===== src/rtl/pagerank_pkg.sv =====
// Widths, vector types, array tags and buffer depths of the PageRank vertex unit
package pagerank_pkg;

	// Field widths
	localparam int VERTEX_BITS = 16;
	localparam int EDGE_BITS   = 20;
	localparam int DEGREE_BITS = 8;

	typedef logic [VERTEX_BITS-1:0] vertex_t;
	typedef logic [EDGE_BITS-1:0]   edge_index_t;
	typedef logic [DEGREE_BITS-1:0] degree_t;

	// Byte address on the read bus
	typedef logic [31:0] addr_t;

	// Rank contribution or running sum
	typedef logic [31:0] rank_t;

	// Array a read command targets; read data returns with the same tag
	typedef enum logic [1:0] {
		TAG_NONE       = 2'd0,
		TAG_EDGE_ARRAY = 2'd1,
		TAG_GRAPH_DATA = 2'd2
	} array_tag_e;

	// One element is one 32-bit word
	localparam int WORD_BYTES = 4;

	////////////////////////////////////////////////////////////////////////////
	// Buffer depths and limits
	////////////////////////////////////////////////////////////////////////////

	// Destination ids waiting for their graph data read
	localparam int EDGE_QUEUE_DEPTH = 8;

	// Finished vertices waiting for the write bus
	localparam int WRITE_QUEUE_DEPTH = 4;

	// Graph data reads in flight, pending request included
	localparam int MAX_OUTSTANDING = 4;

endpackage


===== src/rtl/vertex_sync_fifo.sv =====
// Synchronous circular-buffer FIFO with show-ahead output and almost-full level
`timescale 1ns/1ps

module vertex_sync_fifo #(
	parameter int WIDTH    = 32,
	parameter int DEPTH    = 8,
	parameter int HEADROOM = 1
) (
	input  logic             clock,
	input  logic             rstn,
	input  logic             push,
	input  logic [WIDTH-1:0] data_in,
	input  logic             pop,
	output logic [WIDTH-1:0] data_out,
	output logic             empty,
	output logic             full,
	output logic             alfull
);

	localparam int PTR_BITS = (DEPTH > 1) ? $clog2(DEPTH) : 1;
	localparam int CNT_BITS = $clog2(DEPTH + 1);

	logic [WIDTH-1:0]    mem [DEPTH];
	logic [PTR_BITS-1:0] wr_ptr;
	logic [PTR_BITS-1:0] rd_ptr;
	logic [CNT_BITS-1:0] count;
	logic                do_push;
	logic                do_pop;

	function automatic logic [PTR_BITS-1:0] next_ptr(input logic [PTR_BITS-1:0] ptr);
		return (ptr == PTR_BITS'(DEPTH - 1)) ? '0 : ptr + 1'b1;
	endfunction

	// Overflow and underflow are dropped
	assign do_push = push && !full;
	assign do_pop  = pop && !empty;

	assign empty    = (count == '0);
	assign full     = (count == CNT_BITS'(DEPTH));
	assign alfull   = (count >= CNT_BITS'(DEPTH - HEADROOM));
	assign data_out = mem[rd_ptr];

	always_ff @(posedge clock or negedge rstn) begin
		if (!rstn) begin
			wr_ptr <= '0;
			rd_ptr <= '0;
			count  <= '0;
		end else begin
			if (do_push)
				wr_ptr <= next_ptr(wr_ptr);
			if (do_pop)
				rd_ptr <= next_ptr(rd_ptr);
			count <= count + CNT_BITS'(do_push) - CNT_BITS'(do_pop);
		end
	end

	always_ff @(posedge clock) begin
		if (do_push)
			mem[wr_ptr] <= data_in;
	end

endmodule


===== src/rtl/read_command_arbiter.sv =====
// Round-robin arbiter of the two fetchers onto the registered read command bus
`timescale 1ns/1ps

module read_command_arbiter (
	input  logic                   clock,
	input  logic                   rstn,
	input  logic [1:0]             req,
	input  pagerank_pkg::addr_t    req_addr_0,
	input  pagerank_pkg::addr_t    req_addr_1,
	output logic [1:0]             grant,
	input  logic                   read_bus_alfull,
	output logic                   read_cmd_valid,
	output pagerank_pkg::array_tag_e read_cmd_tag,
	output pagerank_pkg::addr_t    read_cmd_addr
);

	import pagerank_pkg::*;

	// Index of the requester that wins a tie
	logic prio;

	always_comb begin
		grant = 2'b00;
		if (!read_bus_alfull) begin
			if (req[prio])
				grant[prio] = 1'b1;
			else if (req[~prio])
				grant[~prio] = 1'b1;
		end
	end

	////////////////////////////////////////////////////////////////////////////
	// Command register
	////////////////////////////////////////////////////////////////////////////

	always_ff @(posedge clock or negedge rstn) begin
		if (!rstn) begin
			prio           <= 1'b0;
			read_cmd_valid <= 1'b0;
		end else begin
			read_cmd_valid <= |grant;
			// Last winner drops to low priority
			if (grant[0])
				prio <= 1'b1;
			else if (grant[1])
				prio <= 1'b0;
		end
	end

	// Requester 0 reads the edge array, requester 1 the graph data
	always_ff @(posedge clock) begin
		if (|grant) begin
			read_cmd_addr <= grant[0] ? req_addr_0 : req_addr_1;
			read_cmd_tag  <= grant[0] ? TAG_EDGE_ARRAY : TAG_GRAPH_DATA;
		end
	end

endmodule


===== src/rtl/edge_job_fetch.sv =====
// Edge array read FSM with queue credits, and the queue of returned edge jobs
`timescale 1ns/1ps

module edge_job_fetch #(
	parameter pagerank_pkg::addr_t EDGE_ARRAY_BASE = 32'h0001_0000
) (
	input  logic                      clock,
	input  logic                      rstn,
	input  logic                      job_start,
	input  pagerank_pkg::edge_index_t job_edge_start,
	input  pagerank_pkg::degree_t     job_degree,
	output logic                      req,
	output pagerank_pkg::addr_t       req_addr,
	input  logic                      grant,
	input  logic                      edge_data_valid,
	input  pagerank_pkg::vertex_t     edge_data_id,
	input  logic                      queue_pop,
	output pagerank_pkg::vertex_t     queue_head,
	output logic                      queue_empty
);

	import pagerank_pkg::*;

	localparam int CREDIT_BITS = $clog2(EDGE_QUEUE_DEPTH + 1);

	typedef enum logic [1:0] {
		FETCH_IDLE,
		FETCH_ISSUE,
		FETCH_DONE
	} fetch_state_e;

	fetch_state_e           state;
	edge_index_t            edge_idx;
	degree_t                remaining;
	// Reads in flight plus entries held in the queue
	logic [CREDIT_BITS-1:0] used;
	logic                   slot_free;
	logic                   issue;

	assign slot_free = !req || grant;
	assign issue     = (state == FETCH_ISSUE) && slot_free && (remaining != '0) &&
	                   (used < CREDIT_BITS'(EDGE_QUEUE_DEPTH));

	always_ff @(posedge clock or negedge rstn) begin
		if (!rstn) begin
			state     <= FETCH_IDLE;
			req       <= 1'b0;
			edge_idx  <= '0;
			remaining <= '0;
		end else begin
			case (state)
				FETCH_IDLE: begin
					if (job_start) begin
						edge_idx  <= job_edge_start;
						remaining <= job_degree;
						state     <= FETCH_ISSUE;
					end
				end
				FETCH_ISSUE: begin
					if (issue) begin
						req       <= 1'b1;
						edge_idx  <= edge_idx + 1'b1;
						remaining <= remaining - 1'b1;
					end else if (grant) begin
						req <= 1'b0;
					end
					// Leave once the last read has been granted
					if (remaining == '0 && slot_free)
						state <= FETCH_DONE;
				end
				FETCH_DONE:
					state <= FETCH_IDLE;
				default:
					state <= FETCH_IDLE;
			endcase
		end
	end

	always_ff @(posedge clock) begin
		if (issue)
			req_addr <= EDGE_ARRAY_BASE + addr_t'(edge_idx) * addr_t'(WORD_BYTES);
	end

	// A credit is taken when a read is raised and returned when its id is popped
	always_ff @(posedge clock or negedge rstn) begin
		if (!rstn)
			used <= '0;
		else
			used <= used + CREDIT_BITS'(issue) - CREDIT_BITS'(queue_pop);
	end

	vertex_sync_fifo #(
		.WIDTH   (VERTEX_BITS),
		.DEPTH   (EDGE_QUEUE_DEPTH),
		.HEADROOM(1)
	) i_edge_queue (
		.clock   (clock),
		.rstn    (rstn),
		.push    (edge_data_valid),
		.data_in (edge_data_id),
		.pop     (queue_pop),
		.data_out(queue_head),
		.empty   (queue_empty),
		.full    (),
		.alfull  ()
	);

endmodule


===== src/rtl/edge_data_fetch.sv =====
// Graph data reads for queued edge jobs, with a limit on reads in flight
`timescale 1ns/1ps

module edge_data_fetch #(
	parameter pagerank_pkg::addr_t GRAPH_DATA_BASE = 32'h0010_0000
) (
	input  logic                  clock,
	input  logic                  rstn,
	input  pagerank_pkg::vertex_t queue_head,
	input  logic                  queue_empty,
	output logic                  queue_pop,
	output logic                  req,
	output pagerank_pkg::addr_t   req_addr,
	input  logic                  grant,
	input  logic                  graph_data_valid,
	input  pagerank_pkg::rank_t   graph_data_value,
	output logic                  contrib_valid,
	output pagerank_pkg::rank_t   contrib_value
);

	import pagerank_pkg::*;

	localparam int OUT_BITS = $clog2(MAX_OUTSTANDING + 1);

	// Pending request plus reads still waiting for data
	logic [OUT_BITS-1:0] reserved;

	// Take the next edge job when the request slot frees up
	assign queue_pop = !queue_empty && (!req || grant) &&
	                   (reserved < OUT_BITS'(MAX_OUTSTANDING));

	always_ff @(posedge clock or negedge rstn) begin
		if (!rstn) begin
			req      <= 1'b0;
			reserved <= '0;
		end else begin
			if (queue_pop)
				req <= 1'b1;
			else if (grant)
				req <= 1'b0;
			reserved <= reserved + OUT_BITS'(queue_pop) - OUT_BITS'(graph_data_valid);
		end
	end

	always_ff @(posedge clock) begin
		if (queue_pop)
			req_addr <= GRAPH_DATA_BASE + addr_t'(queue_head) * addr_t'(WORD_BYTES);
	end

	////////////////////////////////////////////////////////////////////////////
	// Contribution forwarding
	////////////////////////////////////////////////////////////////////////////

	always_ff @(posedge clock or negedge rstn) begin
		if (!rstn)
			contrib_valid <= 1'b0;
		else
			contrib_valid <= graph_data_valid;
	end

	always_ff @(posedge clock) begin
		if (graph_data_valid)
			contrib_value <= graph_data_value;
	end

endmodule


===== src/rtl/rank_sum_kernel.sv =====
// Per-vertex rank accumulation, completion, counters and the output write queue
`timescale 1ns/1ps

module rank_sum_kernel (
	input  logic                      clock,
	input  logic                      rstn,
	input  logic                      job_start,
	input  pagerank_pkg::vertex_t     job_vertex,
	input  pagerank_pkg::degree_t     job_degree,
	input  logic                      contrib_valid,
	input  pagerank_pkg::rank_t       contrib_value,
	output logic                      busy,
	output logic                      write_queue_alfull,
	input  logic                      write_bus_alfull,
	output logic                      write_valid,
	output pagerank_pkg::vertex_t     write_vertex,
	output pagerank_pkg::rank_t       write_sum,
	output pagerank_pkg::vertex_t     vertex_num_counter,
	output pagerank_pkg::edge_index_t edge_num_counter
);

	import pagerank_pkg::*;

	localparam int WRITE_BITS = VERTEX_BITS + 32;

	degree_t               edge_count;
	rank_t                 sum;
	rank_t                 sum_next;
	logic                  last_contrib;
	logic                  write_pop;
	logic                  write_empty;
	logic [WRITE_BITS-1:0] write_head;

	// Wraps modulo 2^32
	assign sum_next     = sum + contrib_value;
	assign last_contrib = contrib_valid && (degree_t'(edge_count + 1'b1) == job_degree);

	always_ff @(posedge clock or negedge rstn) begin
		if (!rstn) begin
			busy               <= 1'b0;
			edge_count         <= '0;
			sum                <= '0;
			vertex_num_counter <= '0;
			edge_num_counter   <= '0;
		end else begin
			if (job_start)
				busy <= 1'b1;
			else if (last_contrib)
				busy <= 1'b0;
			// Clear for the next vertex once the sum is pushed
			if (last_contrib) begin
				edge_count         <= '0;
				sum                <= '0;
				vertex_num_counter <= vertex_num_counter + 1'b1;
			end else if (contrib_valid) begin
				edge_count <= edge_count + 1'b1;
				sum        <= sum_next;
			end
			if (contrib_valid)
				edge_num_counter <= edge_num_counter + 1'b1;
		end
	end

	////////////////////////////////////////////////////////////////////////////
	// Output write queue
	////////////////////////////////////////////////////////////////////////////

	assign write_pop = !write_empty && !write_bus_alfull;

	vertex_sync_fifo #(
		.WIDTH   (WRITE_BITS),
		.DEPTH   (WRITE_QUEUE_DEPTH),
		.HEADROOM(1)
	) i_write_queue (
		.clock   (clock),
		.rstn    (rstn),
		.push    (last_contrib),
		.data_in ({job_vertex, sum_next}),
		.pop     (write_pop),
		.data_out(write_head),
		.empty   (write_empty),
		.full    (),
		.alfull  (write_queue_alfull)
	);

	always_ff @(posedge clock or negedge rstn) begin
		if (!rstn)
			write_valid <= 1'b0;
		else
			write_valid <= write_pop;
	end

	always_ff @(posedge clock) begin
		if (write_pop) begin
			write_vertex <= write_head[WRITE_BITS-1:32];
			write_sum    <= write_head[31:0];
		end
	end

endmodule


===== src/rtl/cu_vertex_pagerank.sv =====
// PageRank vertex compute unit top with job latch and tag-routed read data
`timescale 1ns/1ps

module cu_vertex_pagerank #(
	parameter pagerank_pkg::addr_t EDGE_ARRAY_BASE = 32'h0001_0000,
	parameter pagerank_pkg::addr_t GRAPH_DATA_BASE = 32'h0010_0000
) (
	input  logic                      clock,
	input  logic                      rstn,
	input  logic                      vertex_job_valid,
	input  pagerank_pkg::vertex_t     vertex_job_id,
	input  pagerank_pkg::edge_index_t vertex_job_edge_start,
	input  pagerank_pkg::degree_t     vertex_job_degree,
	output logic                      vertex_job_request,
	output logic                      read_cmd_valid,
	output pagerank_pkg::array_tag_e  read_cmd_tag,
	output pagerank_pkg::addr_t       read_cmd_addr,
	input  logic                      read_bus_alfull,
	input  logic                      read_data_valid,
	input  pagerank_pkg::array_tag_e  read_data_tag,
	input  pagerank_pkg::rank_t       read_data_value,
	output logic                      write_valid,
	output pagerank_pkg::vertex_t     write_vertex,
	output pagerank_pkg::rank_t       write_sum,
	input  logic                      write_bus_alfull,
	output pagerank_pkg::vertex_t     vertex_num_counter,
	output pagerank_pkg::edge_index_t edge_num_counter
);

	import pagerank_pkg::*;

	logic        job_accept;
	logic        job_start;
	vertex_t     job_id;
	edge_index_t job_edge_start;
	degree_t     job_degree;
	logic        busy;
	logic        write_queue_alfull;

	logic        edge_data_valid;
	logic        graph_data_valid;
	rank_t       read_value_q;

	logic [1:0]  req;
	logic [1:0]  grant;
	addr_t       job_fetch_addr;
	addr_t       data_fetch_addr;
	vertex_t     queue_head;
	logic        queue_empty;
	logic        queue_pop;
	logic        contrib_valid;
	rank_t       contrib_value;

	////////////////////////////////////////////////////////////////////////////
	// Vertex job latch
	////////////////////////////////////////////////////////////////////////////

	assign job_accept = vertex_job_valid && vertex_job_request;

	// Request stays low through the accept, the start and the busy vertex
	always_ff @(posedge clock or negedge rstn) begin
		if (!rstn) begin
			vertex_job_request <= 1'b0;
			job_start          <= 1'b0;
		end else begin
			vertex_job_request <= !job_accept && !job_start && !busy && !write_queue_alfull;
			job_start          <= job_accept;
		end
	end

	always_ff @(posedge clock) begin
		if (job_accept) begin
			job_id         <= vertex_job_id;
			job_edge_start <= vertex_job_edge_start;
			job_degree     <= vertex_job_degree;
		end
	end

	// Read data router
	always_ff @(posedge clock or negedge rstn) begin
		if (!rstn) begin
			edge_data_valid  <= 1'b0;
			graph_data_valid <= 1'b0;
		end else begin
			edge_data_valid  <= read_data_valid && (read_data_tag == TAG_EDGE_ARRAY);
			graph_data_valid <= read_data_valid && (read_data_tag == TAG_GRAPH_DATA);
		end
	end

	always_ff @(posedge clock) begin
		if (read_data_valid)
			read_value_q <= read_data_value;
	end

	////////////////////////////////////////////////////////////////////////////
	// Datapath
	////////////////////////////////////////////////////////////////////////////

	read_command_arbiter i_arbiter (
		.clock          (clock),
		.rstn           (rstn),
		.req            (req),
		.req_addr_0     (job_fetch_addr),
		.req_addr_1     (data_fetch_addr),
		.grant          (grant),
		.read_bus_alfull(read_bus_alfull),
		.read_cmd_valid (read_cmd_valid),
		.read_cmd_tag   (read_cmd_tag),
		.read_cmd_addr  (read_cmd_addr)
	);

	edge_job_fetch #(
		.EDGE_ARRAY_BASE(EDGE_ARRAY_BASE)
	) i_edge_job_fetch (
		.clock          (clock),
		.rstn           (rstn),
		.job_start      (job_start),
		.job_edge_start (job_edge_start),
		.job_degree     (job_degree),
		.req            (req[0]),
		.req_addr       (job_fetch_addr),
		.grant          (grant[0]),
		.edge_data_valid(edge_data_valid),
		.edge_data_id   (read_value_q[VERTEX_BITS-1:0]),
		.queue_pop      (queue_pop),
		.queue_head     (queue_head),
		.queue_empty    (queue_empty)
	);

	edge_data_fetch #(
		.GRAPH_DATA_BASE(GRAPH_DATA_BASE)
	) i_edge_data_fetch (
		.clock           (clock),
		.rstn            (rstn),
		.queue_head      (queue_head),
		.queue_empty     (queue_empty),
		.queue_pop       (queue_pop),
		.req             (req[1]),
		.req_addr        (data_fetch_addr),
		.grant           (grant[1]),
		.graph_data_valid(graph_data_valid),
		.graph_data_value(read_value_q),
		.contrib_valid   (contrib_valid),
		.contrib_value   (contrib_value)
	);

	rank_sum_kernel i_rank_sum_kernel (
		.clock             (clock),
		.rstn              (rstn),
		.job_start         (job_start),
		.job_vertex        (job_id),
		.job_degree        (job_degree),
		.contrib_valid     (contrib_valid),
		.contrib_value     (contrib_value),
		.busy              (busy),
		.write_queue_alfull(write_queue_alfull),
		.write_bus_alfull  (write_bus_alfull),
		.write_valid       (write_valid),
		.write_vertex      (write_vertex),
		.write_sum         (write_sum),
		.vertex_num_counter(vertex_num_counter),
		.edge_num_counter  (edge_num_counter)
	);

endmodule


===== config.mk =====
export PLATFORM = sky130hd
export DESIGN_NAME = cu_vertex_pagerank
export DESIGN_NICKNAME = d
export VERILOG_FILES = /design/src/rtl/pagerank_pkg.sv /design/src/rtl/vertex_sync_fifo.sv /design/src/rtl/read_command_arbiter.sv /design/src/rtl/edge_job_fetch.sv /design/src/rtl/edge_data_fetch.sv /design/src/rtl/rank_sum_kernel.sv /design/src/rtl/cu_vertex_pagerank.sv
export SDC_FILE = /design/constraint.sdc
export NUM_CORES = 1
export LEC_CHECK = 0
export ABC_AREA = 1
export BUFFER_PORTS_ARGS = -buffer_cell sky130_fd_sc_hd__buf_2
export CORE_ASPECT_RATIO = 1.25
export CORE_MARGIN = 2
export CORE_UTILIZATION = 65
export CTS_CLUSTER_DIAMETER = 100
export DETAILED_ROUTE_END_ITERATION = 6
export PLACE_DENSITY = 0.85
export SLEW_MARGIN = 20
export SYNTH_ARGS = -nofsm -noshare
export SYNTH_HDL_FRONTEND = slang
export SYNTH_SLANG_ARGS = --single-unit

===== constraint.sdc =====
create_clock -name clock -period 11 [get_ports clock]
set_input_delay 2.2 -clock clock [delete_from_list [all_inputs] [get_ports clock]]
set_output_delay 2.2 -clock clock [all_outputs]
set_load 0.03 [all_outputs]

==> results of run 1 <==
registers in the layout, summed over array words and instances, names as in the netlist, 20 cells and up:
| signal | count |
|---|---|
| i_rank_sum_kernel.sum | 32 |
| i_edge_data_fetch.contrib_value | 32 |
| i_rank_sum_kernel.i_write_queue.mem | 192 |
| i_arbiter.read_cmd_addr | 21 |
| read_value_q | 32 |
| i_edge_job_fetch.req_addr | 21 |
| job_edge_start | 20 |
| i_edge_job_fetch.edge_idx | 20 |
| i_rank_sum_kernel.edge_num_counter | 20 |
| i_edge_job_fetch.i_edge_queue.mem | 128 |
| i_rank_sum_kernel.write_sum | 32 |
layer usage:
| layer | GRT usage, % | routed length (um) |
|---|---|---|
| met5 | 0 | 0 |
| met3 | 3.57 | 4220 |
| met2 | 50.1 | 33600 |
| met1 | 36.1 | 24600 |
| met4 | 14.0 | 2710 |
per-stage QoR:
step	util, %	instance area (um2)	power [mW]
floorplan	-	28800	5.66
global placement	68.8	30200	6.40
detailed placement	68.8	30200	6.56
CTS	73.7	32400	8.81
global route	73.7	32400	9.28
finish	73.7	32400	8.80
placed cells by master (no fill, tap or decap), types with 9 or more instances in the layout:
cell type and count:
clkbuf_1 15, edfxtp_1 536, nor2_1 329, o21ai_0 202, clkinv_2 9, clkbuf_16 69
dfrtp_1 139, buf_4 16, clkinv_1 10, o22ai_1 64, a31oi_1 23, nor3_1 22
nor2_2 13, ha_1 61, inv_1 227, nand2_1 627, conb_1 11, xnor2_1 20
nand3_1 94, xor2_1 37, nand4_1 21, a21oi_1 32, buf_2 192
worst min path at each step:
stage,startpoint,to,slack [ns],depth (start not counted)
3_3_place_gp,read_value_q[27]$_DFFE_PP_,i_edge_data_fetch.contrib_value[27]$_DFFE_PP_,0.40,0
3_5_place_dp,read_value_q[19]$_DFFE_PP_,i_edge_data_fetch.contrib_value[19]$_DFFE_PP_,0.40,0
5_1_grt,read_value_q[20]$_DFFE_PP_,i_edge_data_fetch.contrib_value[20]$_DFFE_PP_,0.41,0
2_1_floorplan,read_value_q[16]$_DFFE_PP_,i_edge_data_fetch.contrib_value[16]$_DFFE_PP_,0.40,0
6_report,read_value_q[20]$_DFFE_PP_,i_edge_data_fetch.contrib_value[20]$_DFFE_PP_,0.41,0
4_1_cts,read_value_q[19]$_DFFE_PP_,i_edge_data_fetch.contrib_value[19]$_DFFE_PP_,0.41,0
layout make-up:
| class | instances | area, um2 | area share, % |
|---|---|---|---|
| antenna | 5 | 12.5 | 0.0386 |
| clock buffer | 91 | 1880 | 5.80 |
| clock inverter | 29 | 269 | 0.831 |
| inverter | 234 | 878 | 2.71 |
| multi-input combinational | 1613 | 7900 | 24.4 |
| sequential | 677 | 19600 | 60.6 |
| tap | 572 | 716 | 2.21 |
| timing repair buffer | 209 | 1090 | 3.37 |
cells in the mapped netlist:
| cell type | number |
|---|---|
| nand2_1 | 627 |
| edfxtp_1 | 536 |
| nor2_1 | 342 |
| inv_1 | 231 |
| o21ai_0 | 202 |
| dfrtp_1 | 141 |
| nand3_1 | 94 |
| clkbuf_1 | 64 |
| o22ai_1 | 64 |
| ha_1 | 61 |
| xor2_1 | 37 |
| a21oi_1 | 32 |
| a31oi_1 | 24 |
| nor3_1 | 22 |
| nand4_1 | 21 |
| xnor2_1 | 20 |
| buf_4 | 12 |
| buf_2 | 11 |
| nand3b_1 | 7 |
| or2_2 | 7 |
| and2_1 | 6 |
| o211ai_1 | 6 |
| fa_1 | 5 |
| o21bai_1 | 5 |
| nor2_2 | 4 |
| nor4_1 | 4 |
| buf_1 | 2 |
| buf_6 | 2 |
| clkinv_1 | 2 |
| nand2_2 | 2 |
| nor2_4 | 2 |
| nor3b_1 | 2 |
| o21a_1 | 2 |
| a21o_1 | 1 |
| and2_0 | 1 |
| and3_1 | 1 |
| clkbuf_2 | 1 |
| conb_1 | 1 |
| inv_2 | 1 |
| o2111ai_1 | 1 |
cells by family after synthesis:
| family | share of synthesized area (%) |
|---|---|
| adder cells (fa/ha/maj) | 3.01 |
| buffers and inverters | 4.52 |
| AND/OR/NAND/NOR | 16.0 |
| AO/OA/AOI/OAI | 6.39 |
| flip-flops | 68.3 |
| XOR/XNOR | 1.74 |
| other | 0.0131 |
power groups by stage:
stage	clock network, mW	logic [mW]	registers, mW
final	2.23	2.81	3.76
after global placement	0	2.62	3.78
after CTS	2.26	2.80	3.75
after global routing	2.35	3.13	3.80
after floorplan	0	1.73	3.93
after detailed placement	0	2.77	3.79
==> results.txt, run 1 <==
The part of the total power dissipated in combinational logic came out at 31.9%. The detailed-route wire length per cell is 19.0 um. The floorplan step defined a die boundary enclosing 0.0459 mm2. The number of fill cells came out at 2878. In the post-synthesis netlist, the biggest area contributors are edfxtp_1 (56%), dfrtp_1 (12%), nand2_1 (8.2%). For this run, design rule violations remaining after detail routing come to 0.

CTS placed an instance of clkbuf_16 at the clock tree root. The post-CTS resize count is 0. The fraction of post-synthesis cell area in the top cell type by area came out at 56.0%. The worst hold path belongs to the class flip-flop to flip-flop. The endpoint of the worst setup timing path is i_edge_job_fetch.used[2]$_DFF_PN0_. In this run the power spent charging and discharging nets is 3.26 mW. The share of power burned in the clock network is 25.4%.

The most frequent cell on the critical path is nand2_1. During I/O placement, the number of pins put on the boundary was 205. The number of antenna violations at the first check in global routing came out at 5. The remaining global-route overflow is 0.

The clock edge transition at the registers on the reported setup and hold paths came out at 0.06 ns. The setup path with the least slack is of type input port to flip-flop. The setup slack on the worst flop-to-flop path is 7.31 ns. The final setup TNS is 0 ns. The synthesized design spends more area on one cell type than any other, namely edfxtp_1. The combined buffer and inverter count along the critical path is 4. The count of buffers from port buffering came out at 193. Buffers inserted to repair hold after CTS numbered 0. Entering global routing, the biggest net connects 99 pins. The post-layout instance count excluding filler cells came out at 3430. Counting along the longest clock path gives a buffer depth of 3. The count of nets left with antenna violations once routing finished came out at 0. The highest net fanout along the worst path is 27. The via density per instance is 5.69. The number of sinks handled by clock tree synthesis is 677. The worst setup path is launched from an input port. The wire length after detailed routing is 65100 um. The final number of hold-violating endpoints is 0. For this design, the slowest cell found on the critical path is inv_1. The worst slew margin relative to its limit came out at 26.9%. The achievable frequency is 0.239 GHz. The aggregate global-route resource usage came out at 28.9%. The critical path runs through a total of 12 cells. The post-detailed-placement half-perimeter wirelength is 42400 um. STA classifies the critical path endpoint as a flip-flop. Setup repair after global routing left no endpoint under its margin. The number of clock buffers added by TritonCTS is 66. The height of the die is 239 um. The total internal power came out at 5.54 mW. For the worst flop-to-flop path, the logic depth is 15. The data required time of the worst path came out at 11.51 ns. The most critical setup path has its startpoint at read_bus_alfull. The cell row count is 86. Detailed routing inserted a total of 19500 vias.

The final hold slack came out at 0.411 ns. In this run the critical register-to-register path is captured at i_rank_sum_kernel.i_write_queue.count[2]$_DFF_PN0_. The least setup slack across all paths after layout is 6.82 ns. The later pin in the worst-skew pair is clocked with a latency of 0.60 ns.

At the end of the flow, the number of nets in the layout was 2951. IR analysis of the VDD net gives a maximum drop of 0.000252 V. The worst endpoint data arrival time came out at 4.68 ns. The share of total power dissipated in sequential elements is 42.7%. The synthesized netlist occupies a cell area of 0.0287 mm2. The transition at the pin with the smallest max-transition slack came out at 1.10 ns. After technology mapping, the gate count stands at 2606. The number of pins exceeding their max-slew limit in the final report is 0. The clock tree from TritonCTS is built. The power density relative to cell area came out at 272 mW/mm2. On the critical path the largest part of the delay comes from buffers and inverters.

The worst clock skew came out at 0.0198 ns. The flop and latch count out of synthesis is 677. The number of setup buffers added after CTS came out at 0.

The switching part of the total power is 37.0%. Of the cells placed in the final design, the portion with a size suffix greater than 1 is 12.0%. The number of optimization iterations in the first detailed-route pass came out at 6. The area of the core region is 0.0439 mm2. The sequential-to-total area share from yosys stat is 68.3%.

The run finished with clean final reports. The width of the chip is 192 um. Once the floorplan was initialized, standard cells occupied 65.4% of the core. The number of setup violations in the final report is 0. Routability-driven placement finished with a final weighted congestion of 0.932. The number of H-tree levels is 3. The number of warnings reported in the yosys synthesis log came out at 0. The placed cell count came out at 3305. The signal on the critical path passes through buf_2 -> nor2_1 -> nand2_1 -> buf_4 -> nand2_1 -> nor3b_1 -> nand2_1 -> inv_1 -> ha_1 -> inv_1 -> fa_1 -> xnor2_1.

The number of global-route vias before repair came out at 19400. The time the final worst path needs with I/O delays and setup came out at 4.18 ns. Timing analysis after detailed placement gives a worst setup slack of 6.23 ns. The distinct cell type count after synthesis is 40.

The number of maximum-capacitance violations came out at 0. The initial detailed-routing violation count is 1852. The worst register-to-register path begins at i_rank_sum_kernel.edge_count[0]$_DFFE_PN0P_. For this design the static power due to leakage is 13.4 nW. The biggest cell delay along the critical path is 0.62 ns. The wire length of the first global-routing pass is 101000 um. The average size of a mapped cell is 11.0 um2. Relative to the synthesized area, the layout overhead comes to 12.7%.

The portion of the clock cycle consumed by the worst path in the final layout is 38.0%.
Power figures use the tool's default switching activity.
==> run 2: changes to the inputs <==
--- a/config.mk
+++ b/config.mk
@@ -5,14 +5,14 @@
 export SDC_FILE = /design/constraint.sdc
 export NUM_CORES = 1
 export LEC_CHECK = 0
-export ABC_AREA = 1
+export ABC_AREA = 0
 export BUFFER_PORTS_ARGS = -buffer_cell sky130_fd_sc_hd__buf_2
 export CORE_ASPECT_RATIO = 1.25
 export CORE_MARGIN = 2
-export CORE_UTILIZATION = 65
+export CORE_UTILIZATION = 60
 export CTS_CLUSTER_DIAMETER = 100
 export DETAILED_ROUTE_END_ITERATION = 6
-export PLACE_DENSITY = 0.85
+export PLACE_DENSITY = 0.8
 export SLEW_MARGIN = 20
 export SYNTH_ARGS = -nofsm -noshare
 export SYNTH_HDL_FRONTEND = slang
==> constraint.sdc (replaced) <==
create_clock -name clock -period 4.1 [get_ports clock]
set_input_delay 0.82 -clock clock [delete_from_list [all_inputs] [get_ports clock]]
set_output_delay 0.82 -clock clock [all_outputs]
set_load 0.03 [all_outputs]
==> results.txt, run 2 <==
The average size of a mapped cell came out at 16.3 um2 (+48%). The routability congestion estimate from global placement is 0.854 (-8.4%). The proportion of layout cells with a drive suffix above 1 is 24.2% (+12 points). The setup slack on the worst flop-to-flop path is 0.85 ns (-6.46 ns). The distinct cell type count after synthesis is 84 (+110%). The flip-flop count of the largest register, all copies and words added came out at 192 (unchanged). The number of optimization iterations in the first detailed-route pass came out at 5 (-1). The hold buffer count at cts came out at 0 (unchanged). The compound-cell area share of the yosys netlist is 6.22% (-0.18 points).

The total internal power came out at 15.0 mW (+170%). The number of enable-type register cells in the synthesized netlist is 536 (unchanged). The worst vdd rail ir drop was 0.000577 V (+130%).

Ranked by total cell area, the synthesized netlist is headed by edfxtp_1 (59%), dfrtp_1 (13%), mux4_2 (6.6%). Setup repair after global routing left no endpoint under its margin. The final number of hold-violating endpoints is 0 (unchanged). The time the final worst path needs with I/O delays and setup is 3.25 ns.

The portion of the clock cycle consumed by the worst path in the final layout is 79.3%. The number of antenna cells inserted is 0 (-5). The post-CTS resize count is 0 (unchanged). The number of H-tree levels is 2 (-1).

The cell count of the worst reg-to-reg path is 12 (-3). The achievable frequency is 0.307 GHz. The maximum number of pins on one net before global-route repair came out at 71 (-28%). The primary flip-flop cell chosen by synthesis mapping is edfxtp_1. The aggregate global-route resource usage came out at 24.7% (-4.2 points). The register with the most flip-flops in the final layout is i_rank_sum_kernel.i_write_queue.mem. The remaining global-route overflow was 0 (unchanged). The share of async-settable or async-resettable flops after synthesis came to 20.8% (unchanged).

The post-synthesis mux area share is 7.56% (+7.6 points). The number of pins exceeding their max-slew limit in the final report was 0 (unchanged). The area of the core region came out at 0.0450 mm2 (+2.4%). The number of antenna violations at the first check in global routing was 1 (-4). The share of power burned in the clock network came to 26.2% (+0.8 points). The via density per instance came out at 5.95 (+4.6%).

The clock edge transition at the registers on the reported setup and hold paths was 0.07 ns (about the same). The growth of design area from synthesis to finish came out at 14.2%. The most instantiated library cell after synthesis is edfxtp_1. The clock tree from TritonCTS is built.

The largest family of logic cells by synthesized area is multiplexers. The worst clock skew came to 0.0285 ns (+0.00867 ns). The simple logic cell fraction of the synthesized area is 6.64% (-9.4 points).

The highest net fanout along the worst path came out at 10 (-63%). The synthesized instance count is 1669 (-36%). The worst setup path is launched from a flip-flop. The data required time of the worst path is 4.60 ns (-6.91 ns). The floorplan die area came out at 0.0471 mm2 (+2.7%). The power dissipated by switching net loads is 7.28 mW (+120%). The remaining routing DRC violations came to 0 (unchanged). The initial core utilization came to 60.6% (-4.8 points). The final hold slack came out at 0.171 ns (-0.240 ns).

The number of setup violations in the final report came out at 0 (unchanged). The number of sinks handled by clock tree synthesis came out at 677 (unchanged). The storage element area is 0.0196 mm2 (about the same).

The share of total power in sequential cells is 45.5% (+2.8 points). The number of maximum-capacitance violations is 0 (unchanged). The wire length after detailed routing is 56500 um (-13%). The flop and latch count out of synthesis is 677 (unchanged). The number of nets in the finished design came out at 2041 (-31%).

The critical path class is flip-flop to flip-flop. The number of fill cells came out at 2851 (-0.94%). The type of the tightest min-delay check is input port to asynchronous set/reset pin. The post-layout instance count excluding filler cells is 2521 (-27%).

The summed instance area of the synthesized netlist came to 0.0272 mm2 (-5.2%). The number of nets with antenna violations after detailed routing is 0 (unchanged). The synthesized design spends more area on one cell type than any other, namely edfxtp_1. The number of warnings reported in the yosys synthesis log came out at 0 (unchanged). The combined area of the multi-input logic cells came out at 0.00729 mm2 (-7.8%). The final setup TNS came out at 0 ns (unchanged). STA classifies the critical path endpoint as a flip-flop. CTS placed an instance of clkbuf_16 at the clock tree root. In the layout the commonest cells are edfxtp_1 (536), buf_2 (192), nand2_1 (156).

In this run the critical register-to-register path is captured at i_rank_sum_kernel.i_write_queue.count[2]$_DFF_PN0_. The placed cell count came out at 2406 (-27%). The worst endpoint data arrival time was 3.75 ns (-0.93 ns). The total CTS buffers was 60 (-9.1%).

The slowest stage of the critical path belongs to the cell dfrtp_1. The post-detailed-placement half-perimeter wirelength is 35700 um (-16%). The number of top-level pins was 205 (unchanged). The cell row count came out at 87 (+1.2%). The biggest cell delay along the critical path is 0.51 ns (-0.11 ns). The flow ran to the end, and the final reports show no timing, DRC or antenna violations. Traced cell by cell, the critical path runs through and4_2 -> and3_1 -> xor2_1 -> o21ai_0 -> nand4_2 -> a21oi_2 -> inv_1 -> ha_1 -> inv_1 -> ha_1 -> fa_1 -> xor2_1. The wire length of the first global-routing pass is 88800 um (-12%).

The commonest cells after synthesis are edfxtp_1 (536), nand2_1 (156), dfrtp_1 (141). The library cell used most frequently in the layout, excluding fill and tap cells, is edfxtp_1. The part of the total power dissipated in combinational logic is 28.3% (-3.6 points). The count of buffers from port buffering came out at 193 (unchanged). The leakage power summed over all cells came out at 11.7 nW (-13%). The number of global-route vias before repair came out at 15600 (-20%). The post-layout total power came out at 22.3 mW (+150%). The height of the die came out at 242 um (+1.3%).

The sequential-to-total area share from yosys stat is 72.1% (+3.7 points). The worst slew margin relative to its limit was 30.5% (+3.6 points). The power density relative to cell area was 717 mW/mm2 (+160%). The xor and xnor fraction of the mapped netlist area is 2.64% (+0.90 points). The insertion delay of the later-clocked pin in the worst-skew pair is 0.63 ns (+0.03 ns). The transition at the pin with the smallest max-transition slack was 1.04 ns (-0.0561 ns). The startpoint identified for the worst register-to-register timing path is i_rank_sum_kernel.edge_count[2]$_DFFE_PN0P_.

The via total after detailed routing is 15000 (-23%). The fraction of post-synthesis cell area in the top cell type by area was 59.1% (+3.1 points). The adder-cell share of the synthesized area is 3.17% (+0.16 points). The width of the chip came out at 195 um (+1.3%). The largest registers in the layout are i_rank_sum_kernel.i_write_queue.mem (192), i_edge_job_fetch.i_edge_queue.mem (128).

The number of buffers between clock root and the deepest sink was 3 (unchanged). The switching part of the total power is 32.7% (-4.4 points). The detailed-route wire length per cell came out at 22.4 um (+18%). The initial detailed-routing violation count is 1192 (-36%). The number of setup buffers added after CTS is 0 (unchanged).
==> run 2: cell count changes after synthesis, sizes merged, moves of 22 or more <==
cell and change:
nand3 -53, inv -187, clkbuf -23, o21ai -145, nor2 -287, xnor2 +34, nand2 -472, mux4 +80
o22ai -53, a21oi +43, and3 +22
==> run 2: worst max path at each step <==
stage                                                             from                                              endpoint  cells after the start
final                      i_rank_sum_kernel.edge_count[2]$_DFFE_PN0P_    i_rank_sum_kernel.i_write_queue.count[2]$_DFF_PN0_                     12
after detailed placement   i_rank_sum_kernel.edge_count[2]$_DFFE_PN0P_    i_rank_sum_kernel.i_write_queue.count[2]$_DFF_PN0_                     12
after global placement    i_edge_data_fetch.contrib_value[0]$_DFFE_PP_  i_rank_sum_kernel.i_write_queue.mem[0][28]$_DFFE_PP_                     10
after CTS                  i_rank_sum_kernel.edge_count[2]$_DFFE_PN0P_    i_rank_sum_kernel.i_write_queue.count[2]$_DFF_PN0_                     12
after global routing       i_rank_sum_kernel.edge_count[2]$_DFFE_PN0P_    i_rank_sum_kernel.i_write_queue.count[2]$_DFF_PN0_                     12
after floorplan                                        read_bus_alfull                    i_edge_job_fetch.used[2]$_DFF_PN0_                      7
==> run 2: per-stage QoR <==
| stage | worst slack [ns] | util [%] | instance area [um2] |
|---|---|---|---|
| final | 0.848 | 69.2 | 31100 |
| after global routing | 0.631 | 69.2 | 31100 |
| after CTS | 0.878 | 69.1 | 31100 |
| after detailed placement | 0.951 | 64.5 | 29000 |
| after global placement | 1.05 | 64.5 | 29000 |
| after floorplan | 0.666 | - | 27300 |
==> run 2: worst max-delay path, delay by kind of cell, from the launching register on <==
| family | cells | cell delay (ns) |
|---|---|---|
| fa+ha+maj | 3 | 0.84 |
| xor+xnor | 2 | 0.28 |
| buf+inv | 2 | 0.16 |
| simple gates | 3 | 0.77 |
| compound gates | 2 | 0.56 |
| flops | 1 | 0.51 |
==> run 2: logic make-up after synthesis <==
group,count (synthesis)
DFF,677
AOI/OAI and AO/OA,257
adders and majority gates,66
xor gates and xnor gates,82
other,1
buffers and inverters,112
and+or+nand+nor,371
muxes,103
==> run 2: cell type report <==
class                   count  share of cell area, %
inverters                  46                  0.555
clock inverters            39                   1.39
multi-input cells         890                   23.4
repair buffers            216                   3.94
clock buffers              75                   5.27
well taps                 578                   2.32
flip-flops and latches    677                   63.1
==> run 2: routing by layer <==
| metal | wire, um | vias up | GRT usage (%) |
|---|---|---|---|
| met5 | 14 | - | 0 |
| met4 | 1560 | 2 | 7.42 |
| met3 | 3330 | 90 | 4.29 |
| met2 | 29500 | 512 | 43.1 |
| met1 | 22100 | 7571 | 31.9 |
| li1 | - | 6818 | - |
==> run 2: power by group through the flow <==
stage | clock network (mW) | registers (mW) | logic (mW)
finish | 5.84 | 10.1 | 6.32
global route | 6.20 | 10.3 | 6.90
CTS | 5.93 | 10.3 | 6.18
detailed placement | 0 | 10.4 | 6.09
global placement | 0 | 10.3 | 5.81
floorplan | 0 | 10.3 | 4.22
==> run 3: changes to the inputs <==
--- a/config.mk
+++ b/config.mk
@@ -9,10 +9,10 @@
 export BUFFER_PORTS_ARGS = -buffer_cell sky130_fd_sc_hd__buf_2
 export CORE_ASPECT_RATIO = 1.25
 export CORE_MARGIN = 2
-export CORE_UTILIZATION = 60
+export CORE_UTILIZATION = 54
 export CTS_CLUSTER_DIAMETER = 100
 export DETAILED_ROUTE_END_ITERATION = 6
-export PLACE_DENSITY = 0.8
+export PLACE_DENSITY = 0.76
 export SLEW_MARGIN = 20
 export SYNTH_ARGS = -nofsm -noshare
 export SYNTH_HDL_FRONTEND = slang
==> constraint.sdc (replaced) <==
create_clock -name clock -period 2.7 [get_ports clock]
set_input_delay 0.54 -clock clock [delete_from_list [all_inputs] [get_ports clock]]
set_output_delay 0.54 -clock clock [all_outputs]
set_load 0.03 [all_outputs]
==> results.txt, run 3 (same netlist as run 2, synthesis figures left out) <==
The maximum number of pins on one net before global-route repair is 60 (-15%). The leakage power summed over all cells came out at 12.3 nW (+5.1%). The post-detailed-placement half-perimeter wirelength came out at 37700 um (+5.6%). The post-route cell area is 0.0325 mm2 (+4.3%).

The flow ran to the end, but the final reports show violations. The number of maximum-capacitance violations came out at 0 (unchanged). The least setup slack across all paths after layout came to -0.229 ns (-1.08 ns).

The via density per instance is 5.75 (-3.3%). The remaining global-route overflow came out at 0 (unchanged). The number of setup violations in the final report is 27 (+27).

STA classifies the critical path endpoint as a flip-flop. The number of pins exceeding their max-slew limit in the final report came out at 0 (unchanged). The routability congestion estimate from global placement is 0.842 (-1.4%). The post-layout total power is 35.3 mW (+58%). The worst clock skew was 0.0194 ns (-0.00907 ns). The share of power burned in the clock network came to 25.5% (-0.7 points). The cell row count is 92 (+5.7%). The initial core utilization came out at 54.3% (-6.3 points).

The total internal power is 23.8 mW (+58%). The combined buffer and inverter count along the critical path was 1 (-1). The via total after detailed routing is 15500 (+3.6%).

The worst slew margin relative to its limit is 39.3% (+8.8 points). The proportion of layout cells with a drive suffix above 1 is 30.1% (+5.9 points). The number of buffers between clock root and the deepest sink is 3 (unchanged). The number of optimization iterations in the first detailed-route pass was 5 (unchanged). The number of antenna violations at the first check in global routing came out at 2 (+1). The power density relative to cell area is 1090 mW/mm2 (+51%). The worst vdd rail ir drop is 0.000873 V (+51%). The number of top-level pins was 205 (unchanged). The final cell utilization of the core came out at 64.7% (-4.5 points). The area of the core region is 0.0502 mm2 (+12%). The switching part of the total power is 32.5% (-0.12 points). The wire length after detailed routing came out at 60500 um (+7.1%).

Setup repair after global routing could not meet its margin everywhere. The transition at the pin with the smallest max-transition slack was 0.910 ns (-0.129 ns). The clock edge transition at the registers on the reported setup and hold paths is 0.07 ns (about the same).

The detailed-route wire length per cell is 22.4 um (-0.11%). The setup path with the least slack is of type flip-flop to flip-flop. Leaving out fill and tap cells, the most frequent cell in the layout is edfxtp_1. The share of total power in sequential cells came out at 43.2% (-2.3 points). The count of buffers from port buffering came out at 193 (unchanged). The portion of the clock cycle consumed by the worst path in the final layout is 108% (+29 points). The part of the total power dissipated in combinational logic came out at 31.4% (+3.1 points). The instance area after placement came out at 0.0297 mm2 (+2.6%). The highest-delay cell along the critical path is a2111o_1. The initial detailed-routing violation count came out at 1163 (-2.4%). The clock tree root buffer cell is clkbuf_16.

The final hold slack came out at 0.0913 ns (-0.0793 ns). The number of global-route vias before repair came out at 15800 (+1.1%). In the final layout, the registers with the most flip-flops are i_rank_sum_kernel.i_write_queue.mem (192), i_edge_job_fetch.i_edge_queue.mem (128). The number of antenna cells inserted came to 0 (unchanged). The data required time of the worst path came to 3.21 ns (-1.39 ns).

The wire length of the first global-routing pass is 89200 um (+0.37%). The worst endpoint data arrival time is 3.44 ns (-0.31 ns). The width of the chip came out at 205 um (+5.3%). The height of the die came to 255 um (+5.3%). The biggest cell delay along the critical path is 0.47 ns (-0.04 ns). The power dissipated by switching net loads is 11.5 mW (+58%). The highest net fanout along the worst path came out at 3 (-7). The insertion delay of the later-clocked pin in the worst-skew pair was 0.63 ns (about the same). The achievable frequency came out at 0.341 GHz (+11%). TritonCTS built the clock tree. In the layout the commonest cells are edfxtp_1 (536), buf_2 (192), nand2_1 (154).

The final setup TNS was -3.11 ns (-3.11 ns). The element type at the critical path start is a flip-flop. The signal on the critical path passes through ha_2 -> fa_2 -> a21oi_2 -> nor2b_2 -> a311oi_2 -> buf_4 -> nor3_2 -> a41o_1 -> a2111o_1 -> and3_4 -> o32ai_2. The number of nets in the finished design came to 2144 (+5.0%). The growth of design area from synthesis to finish is 19.2%.

The final number of hold-violating endpoints came out at 0 (unchanged). On the critical path the largest part of the delay comes from compound AO/OA/AOI/OAI gates. The remaining routing DRC violations came out at 0 (unchanged). The floorplan die area is 0.0523 mm2 (+11%). The number of sinks handled by clock tree synthesis came out at 677 (unchanged).

The flip-flop count of the largest register, all copies and words added came out at 192 (unchanged). The aggregate global-route resource usage is 22.5% (-2.2 points). The time the final worst path needs with I/O delays and setup was 2.93 ns (-0.323 ns). The min-delay analysis places its worst path in the category input port to flip-flop.

The register with the most flip-flops in the final layout is i_rank_sum_kernel.i_write_queue.mem. The total CTS buffers is 61 (+1.7%). The number of nets with antenna violations after detailed routing came out at 0 (unchanged). The final reports fail on setup timing. The number of H-tree levels is 2 (unchanged).
## run 3: timing repair
action | CTS | global route
gates resized for setup | 11 | 53
pin swaps | 12 | 28
setup endpoints to repair | 58 | 275
hold buffers | 1 | 0
cloned | 0 | 7
buffers inserted | 13 | 12
hold endpoints to repair | 34 | 0
## run 3: worst paths after layout
check / cells after the start / end / from / slack, ns
max in group asynchronous: 3 / i_rank_sum_kernel.vertex_num_counter[5]$_DFFE_PN0N_ / rstn / 1.57
min reg2reg: 0 / i_edge_data_fetch.contrib_value[17]$_DFFE_PP_ / read_value_q[17]$_DFFE_PP_ / 0.42
max: 11 / i_rank_sum_kernel.sum[28]$_DFFE_PN0P_ / i_edge_data_fetch.contrib_value[0]$_DFFE_PP_ / -0.23
min: 1 / job_id[9]$_DFFE_PP_ / vertex_job_id[9] / 0.09
max reg2reg: 11 / i_rank_sum_kernel.sum[28]$_DFFE_PN0P_ / i_edge_data_fetch.contrib_value[0]$_DFFE_PP_ / -0.23
min in group asynchronous: 2 / i_rank_sum_kernel.vertex_num_counter[15]$_DFFE_PN0N_ / rstn / 0.40
## run 3: final cells by class
type,count,area (um2)
fillers,3467,17700
clock inverters,39,439
clock buffers,75,1650
repair buffers,318,2160
inverters,46,173
well taps,658,823
flip-flops and latches,677,19600
multi-input cells,890,7590
## run 3: layer usage
metal / vias up / wire, um / global-route usage (%)
li1: 7010 / - / -
met1: 7919 / 23600 / 28.8
met2: 503 / 31800 / 39.5
met3: 104 / 3120 / 3.77
met4: 2 / 1990 / 7.09
met5: - / 13 / 0
## run 3: power groups by stage
stage                     sequential, mW  clock, mW  combinational [mW]
after floorplan                     15.7          0                6.47
after global placement              15.3          0                10.0
after detailed placement            15.4          0                10.4
after CTS                           15.2       9.12                10.6
after global routing                15.4       9.53                12.0
final                               15.2       8.98                11.1
## run 3: stage by stage
step	setup WS, ns	instances
floorplan	-0.164	1679
global placement	-0.219	2563
detailed placement	-0.283	2563
CTS	-0.214	2691
global route	-0.321	2703
finish	-0.229	2703
## run 3: worst reg2reg max path: stages, from the launching register on
cell and delay (ns):
edfxtp_1 0.39, ha_2 0.21, fa_2 0.36, a21oi_2 0.14, nor2b_2 0.07, a311oi_2 0.24, buf_4 0.17, nor3_2 0.05
a41o_1 0.28, a2111o_1 0.47, and3_4 0.20, o32ai_2 0.26
